<file path="config.mk">
export PLATFORM = sky130hd
export DESIGN_NAME = decode_stage
export DESIGN_NICKNAME = d
export VERILOG_FILES = /design/src/rtl/riscv_isa_pkg.sv /design/src/rtl/uop_pkg.sv /design/src/rtl/uop_if.sv /design/src/rtl/csr_map.sv /design/src/rtl/imm_gen.sv /design/src/rtl/uop_classify.sv /design/src/rtl/uop_reg.sv /design/src/rtl/decode_stage.sv
export SDC_FILE = /design/constraint.sdc
export NUM_CORES = 1
export LEC_CHECK = 0
export BUFFER_PORTS_ARGS = -buffer_cell sky130_fd_sc_hd__buf_4
export CAP_MARGIN = 20
export CORE_ASPECT_RATIO = 1.75
export CORE_UTILIZATION = 40
export DETAILED_ROUTE_END_ITERATION = 10
export PLACE_DENSITY = 0.59
export REMOVE_ABC_BUFFERS = 1
export SLEW_MARGIN = 0
export SYNTH_ARGS = -nofsm -noshare
export SYNTH_HDL_FRONTEND = slang
export SYNTH_HIERARCHICAL = 1
export SYNTH_SLANG_ARGS = --single-unit
</file>
<file path="constraint.sdc">
create_clock -name clk -period 2.15 [get_ports clk]
set_input_delay 0.3225 -clock clk [delete_from_list [all_inputs] [get_ports clk]]
set_output_delay 0.3225 -clock clk [all_outputs]
set_load 0.03 [all_outputs]
</file>
<file path="src/rtl/riscv_isa_pkg.sv">
package riscv_isa_pkg;

   // major opcodes, insn[6:0]
   typedef enum logic [6:0] {
      OPC_LOAD     = 7'h03,
      OPC_MISC_MEM = 7'h0f,
      OPC_OP_IMM   = 7'h13,
      OPC_AUIPC    = 7'h17,
      OPC_STORE    = 7'h23,
      OPC_OP       = 7'h33,
      OPC_LUI      = 7'h37,
      OPC_BRANCH   = 7'h63,
      OPC_JALR     = 7'h67,
      OPC_JAL      = 7'h6f,
      OPC_SYSTEM   = 7'h73
   } opcode_t;

   // supervisor and machine CSRs plus the read-only counters
   typedef enum logic [4:0] {
      SSTATUS,
      SIE,
      STVEC,
      SCOUNTEREN,
      SSCRATCH,
      SEPC,
      SCAUSE,
      STVAL,
      SIP,
      SATP,
      MSTATUS,
      MISA,
      MEDELEG,
      MIDELEG,
      MIE,
      MTVEC,
      MCOUNTEREN,
      MSCRATCH,
      MEPC,
      MCAUSE,
      MTVAL,
      MIP,
      PMPCFG0,
      PMPADDR0,
      PMPADDR1,
      PMPADDR2,
      PMPADDR3,
      RDCYCLE_CSR,
      RDTIME_CSR,
      RDINSTRET_CSR,
      MHARTID,
      BADCSR              // any unmapped address
   } csr_t;

   typedef enum logic [2:0] {
      IMM_NONE,
      IMM_I,
      IMM_S,
      IMM_B,              // pc relative
      IMM_U,
      IMM_J,              // pc relative
      IMM_CSR             // zero-extended rs1 field
   } imm_fmt_t;

endpackage

</file>
<file path="src/rtl/uop_pkg.sv">
package uop_pkg;

   typedef enum logic [5:0] {
      // loads
      LB,
      LH,
      LW,
      LD,
      LBU,
      LHU,
      LWU,
      // stores
      SB,
      SH,
      SW,
      SD,
      // register-immediate alu
      ADDI,
      SLLI,
      SLTI,
      SLTIU,
      XORI,
      SRLI,
      SRAI,
      ORI,
      ANDI,
      // register-register alu
      ADDU, SUBU, SLL, SLT, SLTU,
      XOR, SRL, SRA, OR, AND,
      LUI,
      AUIPC,
      BEQ, BNE, BLT, BGE, BLTU, BGEU,
      J,
      JAL,
      JR,
      JALR,
      RET,                // jr through x1 or x5
      CSRRW, CSRRS, CSRRC,
      CSRRWI, CSRRSI, CSRRCI,
      ECALL,
      EBREAK,
      NOP,
      II,                 // illegal instruction
      FETCH_PF
   } op_t;

endpackage

</file>
<file path="src/rtl/uop_if.sv">
`timescale 1ns/1ps

interface uop_if #(
   parameter int XLEN   = 64,
   parameter int PREG_W = 6
);
   import riscv_isa_pkg::*;
   import uop_pkg::*;

   op_t               op;
   logic [PREG_W-1:0] dst;
   logic              dst_valid;
   logic [PREG_W-1:0] src_a;
   logic              src_a_valid;
   logic [PREG_W-1:0] src_b;
   logic              src_b_valid;
   logic              is_br;
   logic              is_mem;
   logic              is_store;
   logic              serializing;
   csr_t              csr;
   logic [XLEN-1:0]   imm;

   modport classify (output op, dst, dst_valid, src_a, src_a_valid, src_b, src_b_valid,
                     is_br, is_mem, is_store, serializing, csr);
   modport imm_drv (output imm);
   modport sink (input op, dst, dst_valid, src_a, src_a_valid, src_b, src_b_valid,
                 is_br, is_mem, is_store, serializing, csr, imm);

endinterface

</file>
<file path="src/rtl/csr_map.sv">
`timescale 1ns/1ps

module csr_map (
   input  logic [11:0]         addr,
   output riscv_isa_pkg::csr_t csr
);
   import riscv_isa_pkg::*;

   always_comb
   begin
      case (addr)
         12'h100: csr = SSTATUS;
         12'h104: csr = SIE;
         12'h105: csr = STVEC;
         12'h106: csr = SCOUNTEREN;
         12'h140: csr = SSCRATCH;
         12'h141: csr = SEPC;
         12'h142: csr = SCAUSE;
         12'h143: csr = STVAL;
         12'h144: csr = SIP;
         12'h180: csr = SATP;
         12'h300: csr = MSTATUS;
         12'h301: csr = MISA;
         12'h302: csr = MEDELEG;
         12'h303: csr = MIDELEG;
         12'h304: csr = MIE;
         12'h305: csr = MTVEC;
         12'h306: csr = MCOUNTEREN;
         12'h340: csr = MSCRATCH;
         12'h341: csr = MEPC;
         12'h342: csr = MCAUSE;
         12'h343: csr = MTVAL;
         12'h344: csr = MIP;
         12'h3a0: csr = PMPCFG0;
         12'h3b0: csr = PMPADDR0;
         12'h3b1: csr = PMPADDR1;
         12'h3b2: csr = PMPADDR2;
         12'h3b3: csr = PMPADDR3;
         12'hc00: csr = RDCYCLE_CSR;
         12'hc01: csr = RDTIME_CSR;
         12'hc02: csr = RDINSTRET_CSR;
         12'hf14: csr = MHARTID;
         default: csr = BADCSR;
      endcase
   end

endmodule

</file>
<file path="src/rtl/imm_gen.sv">
`timescale 1ns/1ps

module imm_gen #(
   parameter int XLEN = 64
) (
   input  logic [31:0]             insn,
   input  logic [XLEN-1:0]         pc,
   input  riscv_isa_pkg::imm_fmt_t fmt,
   uop_if.imm_drv                  u
);
   import riscv_isa_pkg::*;

   logic [XLEN-1:0] i_imm;
   logic [XLEN-1:0] s_imm;
   logic [XLEN-1:0] b_off;
   logic [XLEN-1:0] u_imm;
   logic [XLEN-1:0] j_off;
   logic            is_auipc;

   assign i_imm = XLEN'($signed(insn[31:20]));
   assign s_imm = XLEN'($signed({insn[31:25], insn[11:7]}));
   assign b_off = XLEN'($signed({insn[31], insn[7], insn[30:25], insn[11:8], 1'b0}));
   assign u_imm = XLEN'($signed({insn[31:12], 12'd0}));
   assign j_off = XLEN'($signed({insn[31], insn[19:12], insn[20], insn[30:21], 1'b0}));

   // lui and auipc share the U format
   assign is_auipc = (insn[6:0] == OPC_AUIPC);

   always_comb
   begin
      case (fmt)
         IMM_I:   u.imm = i_imm;
         IMM_S:   u.imm = s_imm;
         IMM_B:   u.imm = pc + b_off;      // branch target
         IMM_U:   u.imm = is_auipc ? pc + u_imm : u_imm;
         IMM_J:   u.imm = pc + j_off;      // jal target
         IMM_CSR: u.imm = XLEN'(insn[19:15]);
         default: u.imm = '0;
      endcase
   end

endmodule

</file>
<file path="src/rtl/uop_classify.sv">
`timescale 1ns/1ps

module uop_classify #(
   parameter int PREG_W = 6
) (
   input  logic [31:0]             insn,
   input  logic                    page_fault,
   output riscv_isa_pkg::imm_fmt_t fmt,
   uop_if.classify                 u
);
   import riscv_isa_pkg::*;
   import uop_pkg::*;

   logic [PREG_W-1:0] rd;
   logic [PREG_W-1:0] rs1;
   logic [PREG_W-1:0] rs2;
   logic [2:0]        f3;
   logic              rs1_link;
   logic              int_wr;
   csr_t              csr_id;

   assign rd       = PREG_W'(insn[11:7]);
   assign rs1      = PREG_W'(insn[19:15]);
   assign rs2      = PREG_W'(insn[24:20]);
   assign f3       = insn[14:12];
   assign rs1_link = (insn[19:15] == 5'd1) || (insn[19:15] == 5'd5);

   csr_map u_csr_map (
      .addr (insn[31:20]),
      .csr  (csr_id)
   );

   always_comb
   begin
      u.op = II;
      u.dst = rd;
      u.src_a = rs1;
      u.src_b = rs2;
      u.dst_valid = 1'b0;
      u.src_a_valid = 1'b0;
      u.src_b_valid = 1'b0;
      u.is_br = 1'b0;
      u.is_mem = 1'b0;
      u.is_store = 1'b0;
      u.serializing = 1'b0;
      u.csr = BADCSR;
      fmt = IMM_NONE;
      int_wr = 1'b0;               // rd = 0 turns these into nop
      case (opcode_t'(insn[6:0]))
         OPC_LOAD:
         begin
            u.dst_valid = 1'b1;
            u.src_a_valid = 1'b1;
            u.is_mem = 1'b1;
            fmt = IMM_I;
            case (f3)
               3'd0: u.op = LB;
               3'd1: u.op = LH;
               3'd2: u.op = LW;
               3'd3: u.op = LD;
               3'd4: u.op = LBU;
               3'd5: u.op = LHU;
               3'd6: u.op = LWU;
               default: u.op = II;
            endcase
         end
         OPC_MISC_MEM:
            u.op = NOP;            // fence, in-order pipe
         OPC_OP_IMM:
         begin
            u.dst_valid = 1'b1;
            u.src_a_valid = 1'b1;
            int_wr = 1'b1;
            fmt = IMM_I;
            case (f3)
               3'd0: u.op = ADDI;
               3'd1: u.op = (insn[31:26] == 6'h00) ? SLLI : II;
               3'd2: u.op = SLTI;
               3'd3: u.op = SLTIU;
               3'd4: u.op = XORI;
               3'd5: u.op = (insn[31:26] == 6'h00) ? SRLI : (insn[31:26] == 6'h10) ? SRAI : II;
               3'd6: u.op = ORI;
               default: u.op = ANDI;
            endcase
         end
         OPC_AUIPC, OPC_LUI:
         begin
            u.op = insn[5] ? LUI : AUIPC;
            u.dst_valid = 1'b1;
            int_wr = 1'b1;
            fmt = IMM_U;
         end
         OPC_STORE:
         begin
            u.src_a_valid = 1'b1;
            u.src_b_valid = 1'b1;
            u.is_mem = 1'b1;
            u.is_store = 1'b1;
            fmt = IMM_S;
            case (f3)
               3'd0: u.op = SB;
               3'd1: u.op = SH;
               3'd2: u.op = SW;
               3'd3: u.op = SD;
               default: u.op = II;
            endcase
         end
         OPC_OP:
         begin
            u.dst_valid = 1'b1;
            u.src_a_valid = 1'b1;
            u.src_b_valid = 1'b1;
            int_wr = 1'b1;
            case ({insn[31:25], f3})
               {7'h00, 3'd0}: u.op = ADDU;
               {7'h20, 3'd0}: u.op = SUBU;
               {7'h00, 3'd1}: u.op = SLL;
               {7'h00, 3'd2}: u.op = SLT;
               {7'h00, 3'd3}: u.op = SLTU;
               {7'h00, 3'd4}: u.op = XOR;
               {7'h00, 3'd5}: u.op = SRL;
               {7'h20, 3'd5}: u.op = SRA;
               {7'h00, 3'd6}: u.op = OR;
               {7'h00, 3'd7}: u.op = AND;
               default: u.op = II;         // includes the M extension
            endcase
         end
         OPC_BRANCH:
         begin
            u.src_a_valid = 1'b1;
            u.src_b_valid = 1'b1;
            u.is_br = 1'b1;
            fmt = IMM_B;
            case (f3)
               3'd0: u.op = BEQ;
               3'd1: u.op = BNE;
               3'd4: u.op = BLT;
               3'd5: u.op = BGE;
               3'd6: u.op = BLTU;
               3'd7: u.op = BGEU;
               default: u.op = II;
            endcase
         end
         OPC_JALR:
         begin
            u.dst_valid = 1'b1;
            u.src_a_valid = 1'b1;
            u.is_br = 1'b1;
            fmt = IMM_I;
            if (f3 != 3'd0)
               u.op = II;
            else if (insn[11:7] != 5'd0)
               u.op = JALR;
            else
               u.op = rs1_link ? RET : JR;
         end
         OPC_JAL:
         begin
            u.op = (insn[11:7] == 5'd0) ? J : JAL;
            u.dst_valid = 1'b1;
            u.is_br = 1'b1;
            fmt = IMM_J;
         end
         OPC_SYSTEM:
         begin
            u.serializing = 1'b1;
            if (insn[31:7] == 25'd0)
               u.op = ECALL;
            else if (insn[31:7] == {12'h001, 13'd0})
               u.op = EBREAK;
            else if (f3[1:0] != 2'd0 && csr_id != BADCSR)
            begin
               u.csr = csr_id;
               u.dst_valid = 1'b1;
               u.src_a_valid = ~f3[2];    // immediate forms read no register
               fmt = f3[2] ? IMM_CSR : IMM_NONE;
               case (f3[1:0])
                  2'd1: u.op = f3[2] ? CSRRWI : CSRRW;
                  2'd2: u.op = f3[2] ? CSRRSI : CSRRS;
                  default: u.op = f3[2] ? CSRRCI : CSRRC;
               endcase
            end
         end
         default: u.op = II;
      endcase

      u.dst_valid = u.dst_valid && (insn[11:7] != 5'd0);
      if (int_wr && insn[11:7] == 5'd0 && u.op != II)
         u.op = NOP;

      // nothing of a dropped instruction reaches the backend
      if (page_fault || u.op == II || u.op == NOP)
      begin
         u.dst = '0;
         u.src_a = '0;
         u.src_b = '0;
         u.dst_valid = 1'b0;
         u.src_a_valid = 1'b0;
         u.src_b_valid = 1'b0;
         u.is_br = 1'b0;
         u.is_mem = 1'b0;
         u.is_store = 1'b0;
         u.serializing = 1'b0;
         u.csr = BADCSR;
         fmt = IMM_NONE;
      end
      if (page_fault)
         u.op = FETCH_PF;
   end

endmodule

</file>
<file path="src/rtl/uop_reg.sv">
`timescale 1ns/1ps

module uop_reg #(
   parameter int XLEN   = 64,
   parameter int PREG_W = 6
) (
   input  logic                clk,
   input  logic                rst_n,
   input  logic                in_valid,
   output logic                in_ready,
   input  logic [XLEN-1:0]     pc,
   uop_if.sink                 u,
   output logic                out_valid,
   input  logic                out_ready,
   output logic [XLEN-1:0]     out_pc,
   output uop_pkg::op_t        out_op,
   output logic [PREG_W-1:0]   out_dst,
   output logic                out_dst_valid,
   output logic [PREG_W-1:0]   out_src_a,
   output logic                out_src_a_valid,
   output logic [PREG_W-1:0]   out_src_b,
   output logic                out_src_b_valid,
   output logic [XLEN-1:0]     out_imm,
   output logic                out_is_br,
   output logic                out_is_mem,
   output logic                out_is_store,
   output logic                out_serializing,
   output riscv_isa_pkg::csr_t out_csr
);

   // slot is free when empty or being drained this cycle
   assign in_ready = ~out_valid | out_ready;

   always_ff @(posedge clk or negedge rst_n)
   begin
      if (!rst_n)
         out_valid <= 1'b0;
      else if (in_ready)
         out_valid <= in_valid;
   end

   always_ff @(posedge clk)
   begin
      if (in_valid && in_ready)
      begin
         out_pc          <= pc;
         out_op          <= u.op;
         out_dst         <= u.dst;
         out_dst_valid   <= u.dst_valid;
         out_src_a       <= u.src_a;
         out_src_a_valid <= u.src_a_valid;
         out_src_b       <= u.src_b;
         out_src_b_valid <= u.src_b_valid;
         out_imm         <= u.imm;
         out_is_br       <= u.is_br;
         out_is_mem      <= u.is_mem;
         out_is_store    <= u.is_store;
         out_serializing <= u.serializing;
         out_csr         <= u.csr;
      end
   end

endmodule

</file>
<file path="src/rtl/decode_stage.sv">
`timescale 1ns/1ps

module decode_stage #(
   parameter int XLEN   = 64,
   parameter int PREG_W = 6
) (
   input  logic                clk,
   input  logic                rst_n,
   input  logic                in_valid,
   output logic                in_ready,
   input  logic [31:0]         insn,
   input  logic [XLEN-1:0]     pc,
   input  logic                page_fault,
   output logic                out_valid,
   input  logic                out_ready,
   output logic [XLEN-1:0]     out_pc,
   output uop_pkg::op_t        out_op,
   output logic [PREG_W-1:0]   out_dst,
   output logic                out_dst_valid,
   output logic [PREG_W-1:0]   out_src_a,
   output logic                out_src_a_valid,
   output logic [PREG_W-1:0]   out_src_b,
   output logic                out_src_b_valid,
   output logic [XLEN-1:0]     out_imm,
   output logic                out_is_br,
   output logic                out_is_mem,
   output logic                out_is_store,
   output logic                out_serializing,
   output riscv_isa_pkg::csr_t out_csr
);
   import riscv_isa_pkg::*;

   imm_fmt_t imm_fmt;

   uop_if #(.XLEN(XLEN), .PREG_W(PREG_W)) uop_bus ();

   uop_classify #(.PREG_W(PREG_W)) u_classify (
      .insn       (insn),
      .page_fault (page_fault),
      .fmt        (imm_fmt),
      .u          (uop_bus.classify)
   );

   imm_gen #(.XLEN(XLEN)) u_imm_gen (
      .insn (insn),
      .pc   (pc),
      .fmt  (imm_fmt),
      .u    (uop_bus.imm_drv)
   );

   uop_reg #(.XLEN(XLEN), .PREG_W(PREG_W)) u_uop_reg (
      .clk             (clk),
      .rst_n           (rst_n),
      .in_valid        (in_valid),
      .in_ready        (in_ready),
      .pc              (pc),
      .u               (uop_bus.sink),
      .out_valid       (out_valid),
      .out_ready       (out_ready),
      .out_pc          (out_pc),
      .out_op          (out_op),
      .out_dst         (out_dst),
      .out_dst_valid   (out_dst_valid),
      .out_src_a       (out_src_a),
      .out_src_a_valid (out_src_a_valid),
      .out_src_b       (out_src_b),
      .out_src_b_valid (out_src_b_valid),
      .out_imm         (out_imm),
      .out_is_br       (out_is_br),
      .out_is_mem      (out_is_mem),
      .out_is_store    (out_is_store),
      .out_serializing (out_serializing),
      .out_csr         (out_csr)
   );

endmodule

</file>
==> reports/results.tsv, run 1 <==
metric	value	unit
P&R area growth vs syn	68.6	%
first-pass GRT wire length	116	mm
Die Area	36800	sq um
FFs w/ async S/R, synth	0.606	%
H-tree depth	4	
Fmax achieved	159	MHz
count leader, synth	nand2_1	
capturing element type of the critical path	flop	
vias in the first global route	19597	
post-detailed-route count of antenna-violating nets	0	
EDFF count, synth	164	
register clock-pin slew on the reported worst setup and hold paths	0.08	ns
Worst Setup Start Kind	primary input	
simple-gate area share of the yosys netlist	20.7	%
Final Hold Fails	0	
area of the multi-input gates	10100	sq um
CTS Buf Count	17	
Netlist cell types	110	
violated checks	setup timing	
Starting Density	40.8	%
total power	0.0124	W
Synth area leader	edfxtp_1	
drt pass-1 iters	6	
Synth Instances	1663	
final setup fails	97	
Reg area	4950	sq um
clock latency on the worst-skew pair	0.47	ns
power per cell area	512	nW/um^2
Max Buffers Root-to-Sink	2	
placer's final routability congestion estimate	1.04	
core region area	35300	sq um
Routed WL per cell	26.3	um
Root Driver	clkbuf_16	
fill cell total of the finished layout	2835	
outcome	finished with violations	
# rows	91	
initial antenna violation count	2	
Synth Flop Type	edfxtp_1	
TritonCTS Sinks	165	
total routing usage reported by global routing	43.0	%
Synth Area in Adders	7.75	%
worst slack at placement	-4.98	ns
Placed Cells	2949	
final instance area	24300	sq um
Crit path largest cell delay	0.50	ns
synth top area cells	edfxtp_1 (34%), ha_1 (7.5%), a21oi_1 (5.8%), o21ai_0 (4.9%), nand2_1 (4.9%)	
share of the synthesized area in the top cell type	34.2	%
Syn Std Cell Area	14400	sq um
RSZ-0062 raised after global routing	yes	
Syn. warnings	6	
initial DRC count	1197	
max cap viols	0	
crit path kind	in2reg	
Finished Layout Cells	3052	
total wire length	80.3	mm
worst reg2reg setup slack	0.62	ns
slowest CP cell	or4_4	
Synth top cells by count	nand2_1 (188), a21oi_1 (166), edfxtp_1 (164)	
CP Data Arrival Time	6.52	ns
io pins	267	
vias per inst	6.15	
crit path time final	6.30	ns
Clock Skews	0.00944	ns
Worst Path Required	2.37	ns
syn_area_per_cell	8.66	sq um
largest family of logic cells by synthesized area	compound AO/OA/AOI/OAI gates	
VDD IR max	663	uV
Static Leak	10.4	nW
Tcrit/Tclk final	293	%
CP Buf/Inv Count	3	
post-synthesis compound-gate area fraction	26.6	%
#FFs+latches synth	165	
via count	18764	
final net count	2760	
gr ovfl total	0	
Relative slew margins	48.9	%
setup ws final	-4.15	ns
worst hold slack	0.0261	ns
actual slew at the worst max-slew pin	0.758	ns
layout cell share with drive strength beyond 1	48.4	%
critical path's top delay family	simple AND/OR/NAND/NOR gates	
Hold Path Class	in2reg	
Die Wd	145	um
Post-DP HPWL	61.2	mm
Port Buffers	266	
post-synthesis mux area share	1.49	%
sequential fraction of the synthesis area	34.4	%
Synth Area in XOR/XNOR	4.62	%
critical path peak fanout	8	
CTS tree	yes	
Die Ht	253	um
placed instance area	21500	sq um
DRC Markers	0	
Slew Viols, Final	0	
largest net degree at the start of global routing	50	
[layer usage]
layer | vias to the layer above | part of all wire [%] | wire length, um | global-route usage, %
met3 | 550 | 6.6 | 5340 | 9.14
met1 | 8850 | 29 | 23600 | 36.3
met5 | - | 0 | 0 | 0
met4 | 0 | 14 | 10900 | 48.9
li1 | 8202 | - | - | -
met2 | 1162 | 50 | 40400 | 78.6
[repair_timing]
item	in CTS	in global routing
hold endpoints to repair	1	0
buffers inserted	101	34
pin swaps	119	107
gates resized for setup	245	114
setup endpoints to repair	97	97
hold buffers	1	0
[through the flow]
stage / utilization [%] / setup TNS (ns)
finish: 68.8 / -285.33
floorplan: - / -328.34
CTS: 67.9 / -255.14
global placement: 61.0 / -343.99
detailed placement: 61.0 / -350.41
global route: 68.8 / -297.59
[path summary, 6_finish.rpt]
check                               startpoint                    end  depth (start not counted)
max                                   insn[20]  u_uop_reg/out_imm[59]                         31
min                                     pc[53]   u_uop_reg/out_pc[53]                          1
max reg2reg                u_uop_reg/out_valid  u_uop_reg/out_imm[40]                          4
min reg2reg                u_uop_reg/out_valid    u_uop_reg/out_valid                          2
max in group asynchronous                rst_n    u_uop_reg/out_valid                          2
min in group asynchronous                rst_n    u_uop_reg/out_valid                          2
[cell families (layout without fill, tap and decap cells)]
group,count (synthesis),in the layout
XOR/XNOR,76,76
other,1,6
adder cells (fa/ha/maj),88,88
multiplexers,20,20
buffers and inverters,136,1055
flip-flops,165,165
AO/OA/AOI/OAI,587,587
AND/OR/NAND/NOR,590,590
[sequential cells by signal (all words and copies together), names as in the netlist, 5 cells and up]
name	flops
u_uop_reg/out_op	6
u_uop_reg/out_pc	64
u_uop_reg/out_dst	6
u_uop_reg/out_csr	5
u_uop_reg/out_src_b	6
u_uop_reg/out_imm	64
u_uop_reg/out_src_a	6
[power breakdown]
part | switching, W | internal [W] | leakage (nW) | total, W
Clock | 0.00155 | 0.00188 | 0.295 | 0.00343
Combinational | 0.00290 | 0.00232 | 8.52 | 0.00523
Sequential | 0.0000598 | 0.00372 | 1.60 | 0.00378
Total | 0.00452 | 0.00792 | 10.4 | 0.0124
[final cells by class]
type | count | area share (%)
well taps | 465 | 2.40
diodes | 3 | 0.0309
repair buffers | 985 | 32.3
clock buffers | 19 | 1.78
clock inverters | 13 | 0.789
flip-flops and latches | 165 | 20.4
multi-input cells | 1364 | 41.7
inverters | 38 | 0.588
[cell usage in the layout (no fill, tap or decap), drive strengths merged, types with 6 or more instances in the layout]
cell type    n
buf        984
nand2      188
a21oi      169
edfxtp     164
o21ai      146
nor2       137
ha          86
nor3        48
inv         44
nand3       43
nand4       39
xor2        38
xnor2       38
o211ai      36
a21o        30
nor4        21
o21a        20
clkbuf      19
mux2i       18
o221ai      18
or3         18
a211oi      17
a31oi       16
o21bai      13
a22oi       13
o22ai       13
or2         13
o31ai       12
nor2b       11
and3        11
and2        11
or4         10
nand2b       8
o2111ai      8
and4         7
a21boi       6
a221oi       6
o2bb2ai      6
(Power assumes the default switching activity.)
==> inputs of run 2 (changes only) <==
- PLACE_DENSITY: 0.59 -> 0.57
- clock period: 2.15 -> 6.2 ns (I/O delays scaled with it)
==> reports/results.tsv, run 2 (synthesis results as in run 1) <==
metric	value	unit	change
outcome	finished with violations		
violated checks	setup timing		
post-detailed-route count of antenna-violating nets	0		unchanged
drt pass-1 iters	7		+1
Relative slew margins	9.38	%	-40 points
Port Buffers	266		unchanged
VDD IR max	193	uV	-71%
crit path time final	6.96	ns	
H-tree depth	4		unchanged
placed instance area	18800	sq um	-13%
# rows	91		unchanged
Root Driver	clkbuf_16		
Worst Path Required	6.41	ns	+4.04 ns
largest net degree at the start of global routing	165		+230%
Worst Setup SP	insn[24]		
clock latency on the worst-skew pair	0.47	ns	about the same
placer's final routability congestion estimate	1.05		+0.45%
Routed WL per cell	26.6	um	+1.3%
final net count	2484		-10%
RSZ-0062 raised after global routing	yes		
P&R area growth vs syn	50.3	%	
max cap viols	0		unchanged
met1 capacity usage during global routing	34.6	%	-1.7 points
first-pass GRT wire length	108	mm	-7.2%
Hold Path Class	in2async		
most common cell after layout, fill and taps aside	buf_4		
Static Leak	8.92	nW	-14%
critical path's top delay family	buffers and inverters		
Worst R2R Start	u_uop_reg/out_valid		
Logic pwr share	38.6	%	-3.4 points
Clock Skews	0.0158	ns	+0.00631 ns
critical path peak fanout	5		-3
Post-DP HPWL	54.4	mm	-11%
worst slack at placement	-1.74	ns	+3.25 ns
total wire length	73.9	mm	-7.9%
crit path kind	in2reg		
global-route track usage on met2	74.5	%	-4.1 points
Slew Viols, Final	0		unchanged
total routing usage reported by global routing	39.9	%	-3.1 points
final instance area	21600	sq um	-11%
via count	17268		-8.0%
Flop pwr share	33.9	%	+3.5 points
P_sw	0.00145	W	-68%
core region area	35300	sq um	unchanged
power share of the clock group	27.5	%	about the same
initial antenna violation count	1		-1
Starting Density	40.8	%	unchanged
Die Wd	145	um	unchanged
Power Internal	0.00240	W	-70%
Max Buffers Root-to-Sink	2		unchanged
CP Buf/Inv Count	42		+39
fill cell total of the finished layout	3162		+12%
switching part of the total	37.8	%	+1.4 points
vias per inst	6.22		+1.2%
slowest CP cell	a22oi_1		
Finished Layout Cells	2774		-9.1%
Die Area	36800	sq um	unchanged
final setup fails	54		-44%
layout cell share with drive strength beyond 1	40.8	%	-7.6 points
gr ovfl total	0		unchanged
power per cell area	178	nW/um^2	-65%
largest registers	u_uop_reg/out_imm (64), u_uop_reg/out_pc (64)		
Fmax achieved	144	MHz	
register clock-pin slew on the reported worst setup and hold paths	0.07	ns	about the same
CTS tree	yes		
initial DRC count	1228		+2.6%
actual slew at the worst max-slew pin	1.35	ns	+0.588 ns
global-route track usage on met3	8.16	%	-0.97 points
CP Data Arrival Time	7.17	ns	+0.65 ns
Crit path largest cell delay	0.34	ns	-0.16 ns
Placed Cells	2604		-12%
hold_buf cts	0		-1
Final Hold Fails	0		unchanged
most frequent cells in the layout	buf_4 (655), nand2_1 (177), edfxtp_1 (164)		
io pins	267		unchanged
CTS Buf Count	17		unchanged
TritonCTS Sinks	165		unchanged
DRC Markers	0		unchanged
Die Ht	253	um	unchanged
Tcrit/Tclk final	112	%	
Worst Setup Start Kind	primary input		
Most Used Layer, Global Route	met2		
capturing element type of the critical path	flop		
Most common cell on crit path	buf_4		
vias in the first global route	17854		-8.9%
setup ws final	-0.759	ns	+3.39 ns
==> run 2: metrics by stage <==
stage | total power, W | utilization, % | TNS, ns | hold slack [ns]
6_report | 0.00385 | 61.3 | -25.60 | 0.232
5_1_grt | 0.00399 | 61.3 | -36.13 | 0.221
4_1_cts | 0.00376 | 59.9 | -7.41 | 0.213
3_5_place_dp | 0.00261 | 53.3 | -68.88 | 0.556
3_3_place_gp | 0.00260 | 53.3 | -65.88 | 0.541
2_1_floorplan | 0.00203 | - | -43.04 | 0.634
==> run 2: what timing repair did <==
action	in CTS	in global routing
pin swaps	82	69
endpoints found under the setup margin	56	59
setup buffers	144	21
resized for setup	180	113
==> run 2: power by group through the flow <==
stage                     Sequential, W  Combinational (W)  Clock, W
final                           0.00131            0.00149   0.00106
after global routing            0.00131            0.00157   0.00111
after CTS                       0.00131            0.00138   0.00108
after detailed placement        0.00133            0.00128         0
after global placement          0.00133            0.00127         0
after floorplan                 0.00144           0.000590         0
==> run 2: worst paths after layout <==
path                                         to  slack (ns)  cells past startpoint
hold / removal              u_uop_reg/out_valid        0.23                      1
setup / recovery           u_uop_reg/out_csr[1]       -0.76                     48
max in group asynchronous   u_uop_reg/out_valid        5.89                      1
min in group clk            u_uop_reg/out_valid        0.57                      2
setup reg to reg           u_uop_reg/out_pc[24]        4.38                      3
hold reg to reg             u_uop_reg/out_valid        0.57                      2
==> run 2: area by class of cell <==
type                       instances  area (sq um)  area share (%)
timing repair buffer             709          5590            25.8
clock buffer                      18           429            1.98
sequential                       165          4950            22.9
tap                              465           582            2.69
multi-input combinational       1364          9820            45.4
antenna                            1          2.50          0.0116
clock inverter                    14           119           0.550
inverter                          38           143           0.659
==> run 2: metal layers <==
| metal | share of wire, % | vias up |
|---|---|---|
| li1 | - | 7656 |
| met1 | 30 | 8163 |
| met2 | 52 | 1029 |
| met3 | 6.4 | 420 |
| met4 | 11 | 0 |
| met5 | 0 | - |
==> inputs of run 3 (changes only) <==
- SKIP_LAST_GASP: not set -> 1
==> reports/results.tsv, run 3 (synthesis results as in run 1) <==
metric	value	unit	change
worst hold slack	0.234	ns	+0.00210 ns
actual slew at the worst max-slew pin	1.31	ns	-0.0331 ns
Die Area	36800	sq um	unchanged
reg-to-reg endpoint	u_uop_reg/out_pc[25]		
most frequent cells in the layout	buf_4 (683), nand2_1 (178), edfxtp_1 (164)		
CP Buf/Inv Count	6		-86%
outcome	finished with violations		
critical path peak fanout	8		+3
critical path's top delay family	simple AND/OR/NAND/NOR gates		
crit path time final	6.99	ns	+0.0354 ns
RSZ-0062 raised after global routing	yes		
most common cell after layout, fill and taps aside	buf_4		
Post-DP HPWL	54.4	mm	unchanged
capturing element type of the critical path	flop		
initial antenna violation count	1		unchanged
Crit path largest cell delay	0.47	ns	+0.13 ns
final setup fails	56		+3.7%
first-pass GRT wire length	108	mm	-0.15%
P&R area growth vs syn	50.3	%	about the same
CP Data Arrival Time	7.20	ns	+0.03 ns
final net count	2484		unchanged
initial DRC count	1176		-4.2%
Hold Path Class	in2async		
total routing usage reported by global routing	39.8	%	-0.052 points
power per cell area	178	nW/um^2	+0.12%
worst reg2reg setup slack	4.39	ns	about the same
total power	0.00386	W	+0.14%
clock latency on the worst-skew pair	0.47	ns	about the same
Port Buffers	266		unchanged
Final Hold Fails	0		unchanged
Die Wd	145	um	unchanged
placer's final routability congestion estimate	1.05		unchanged
Clock Skews	0.0160	ns	+0.000277 ns
violated checks	setup timing		
number of diodes	0		-1
layout cell share with drive strength beyond 1	41.0	%	+0.17 points
gr ovfl total	0		unchanged
core region area	35300	sq um	unchanged
max cap viols	0		unchanged
crit path kind	in2reg		
hold_buf cts	0		unchanged
R2R depth	3		unchanged
Tcrit/Tclk final	113	%	+0.57 points
VDD IR max	192	uV	-0.84%
vias in the first global route	17767		-0.49%
Fmax achieved	143	MHz	-0.51%
Slew Viols, Final	0		unchanged
register clock-pin slew on the reported worst setup and hold paths	0.07	ns	about the same
post-detailed-route count of antenna-violating nets	0		unchanged
Finished Layout Cells	2773		-0.036%
vias per inst	6.21		-0.29%
placed instance area	18800	sq um	unchanged
largest registers	u_uop_reg/out_imm (64), u_uop_reg/out_pc (64)		
slowest CP cell	or4_4		
Root Driver	clkbuf_16		
CTS Buf Count	17		unchanged
io pins	267		unchanged
Worst R2R Start	u_uop_reg/out_valid		
Static Leak	8.92	nW	about the same
TritonCTS Sinks	165		unchanged
Most common cell on crit path	buf_4		
Routed WL per cell	26.5	um	-0.54%
largest net degree at the start of global routing	165		unchanged
H-tree depth	4		unchanged
setup ws final	-0.794	ns	-0.0354 ns
Max Buffers Root-to-Sink	2		unchanged
CTS tree	yes		
final instance area	21600	sq um	about the same
Starting Density	40.8	%	unchanged
Die Ht	253	um	unchanged
Placed Cells	2604		unchanged
Worst Setup Start Kind	primary input		
# rows	91		unchanged
Relative slew margins	11.6	%	+2.2 points
Worst Path Required	6.41	ns	about the same
total wire length	73.5	mm	-0.58%
via count	17211		-0.33%
Finished Core Util	61.3	%	about the same
drt pass-1 iters	7		unchanged
DRC Markers	0		unchanged
==> run 3: cell types whose count changed in the layout (fill, tap and decap cells not counted), moves of 3 or more <==
cell,delta
buf_6,-28
nor3_4,+3
a21oi_2,-3
buf_4,+28
o21ai_2,-3
o21ai_4,+3
==> run 3: worst register-to-register path, cell delays in order (launching register included) <==
cell      delay [ns]
dfrtp_1         0.41
nand2b_4        0.08
and2_4          0.16
buf_12          0.62
==> run 3: per-stage QoR <==
| stage | setup slack [ns] | setup TNS, ns |
|---|---|---|
| after floorplan | -1.26 | -43.04 |
| after global placement | -1.66 | -65.88 |
| after detailed placement | -1.74 | -68.88 |
| after CTS | -0.330 | -8.09 |
| after global routing | -1.07 | -40.95 |
| final | -0.794 | -27.71 |
==> run 3: final cells by class <==
cell class,count,area [sq um]
Clock inverter,14,119
Sequential cell,165,4950
Clock buffer,18,429
Inverter,38,143
Timing Repair Buffer,709,5480
Tap cell,465,582
Fill cell,3132,13700
Multi-Input combinational cell,1364,9930
==> run 3: metal layers <==
metal | wire length [um] | share of wire (%) | vias up | track usage, %
li1 | - | - | 7657 | -
met1 | 22400 | 31 | 8158 | 34.5
met2 | 38500 | 52 | 987 | 74.8
met3 | 4540 | 6.2 | 407 | 7.98
met4 | 7990 | 11 | 2 | 39.3
met5 | 17 | 0.023 | - | 0
==> run 3: how the worst max path moves through the flow <==
stage,start,to,slack [ns],cells past startpoint
6_report,insn[28],u_uop_reg/out_imm[57],-0.79,34
5_1_grt,insn[24],u_uop_reg/out_imm[49],-1.07,35
4_1_cts,insn[24],u_uop_reg/out_imm[49],-0.33,30
3_5_place_dp,insn[29],u_uop_reg/out_imm[46],-1.74,32
3_3_place_gp,insn[28],u_uop_reg/out_imm[54],-1.66,32
2_1_floorplan,insn[29],u_uop_reg/out_imm[49],-1.26,30
==> run 3: timing repair <==
action	4_1_cts	5_1_grt
setup endpoints to repair	56	58
gates resized for setup	142	128
endpoints found under the hold margin	0	0
pin swaps	82	79
setup buffers	144	24
==> run 3: where the power goes <==
| part | leakage [nW] | switching, W | internal (W) |
|---|---|---|---|
| sequential | 1.60 | 0.0000179 | 0.00129 |
| clock | 0.265 | 0.000532 | 0.000525 |
| combinational | 7.06 | 0.000907 | 0.000586 |
| total | 8.92 | 0.00146 | 0.00240 |
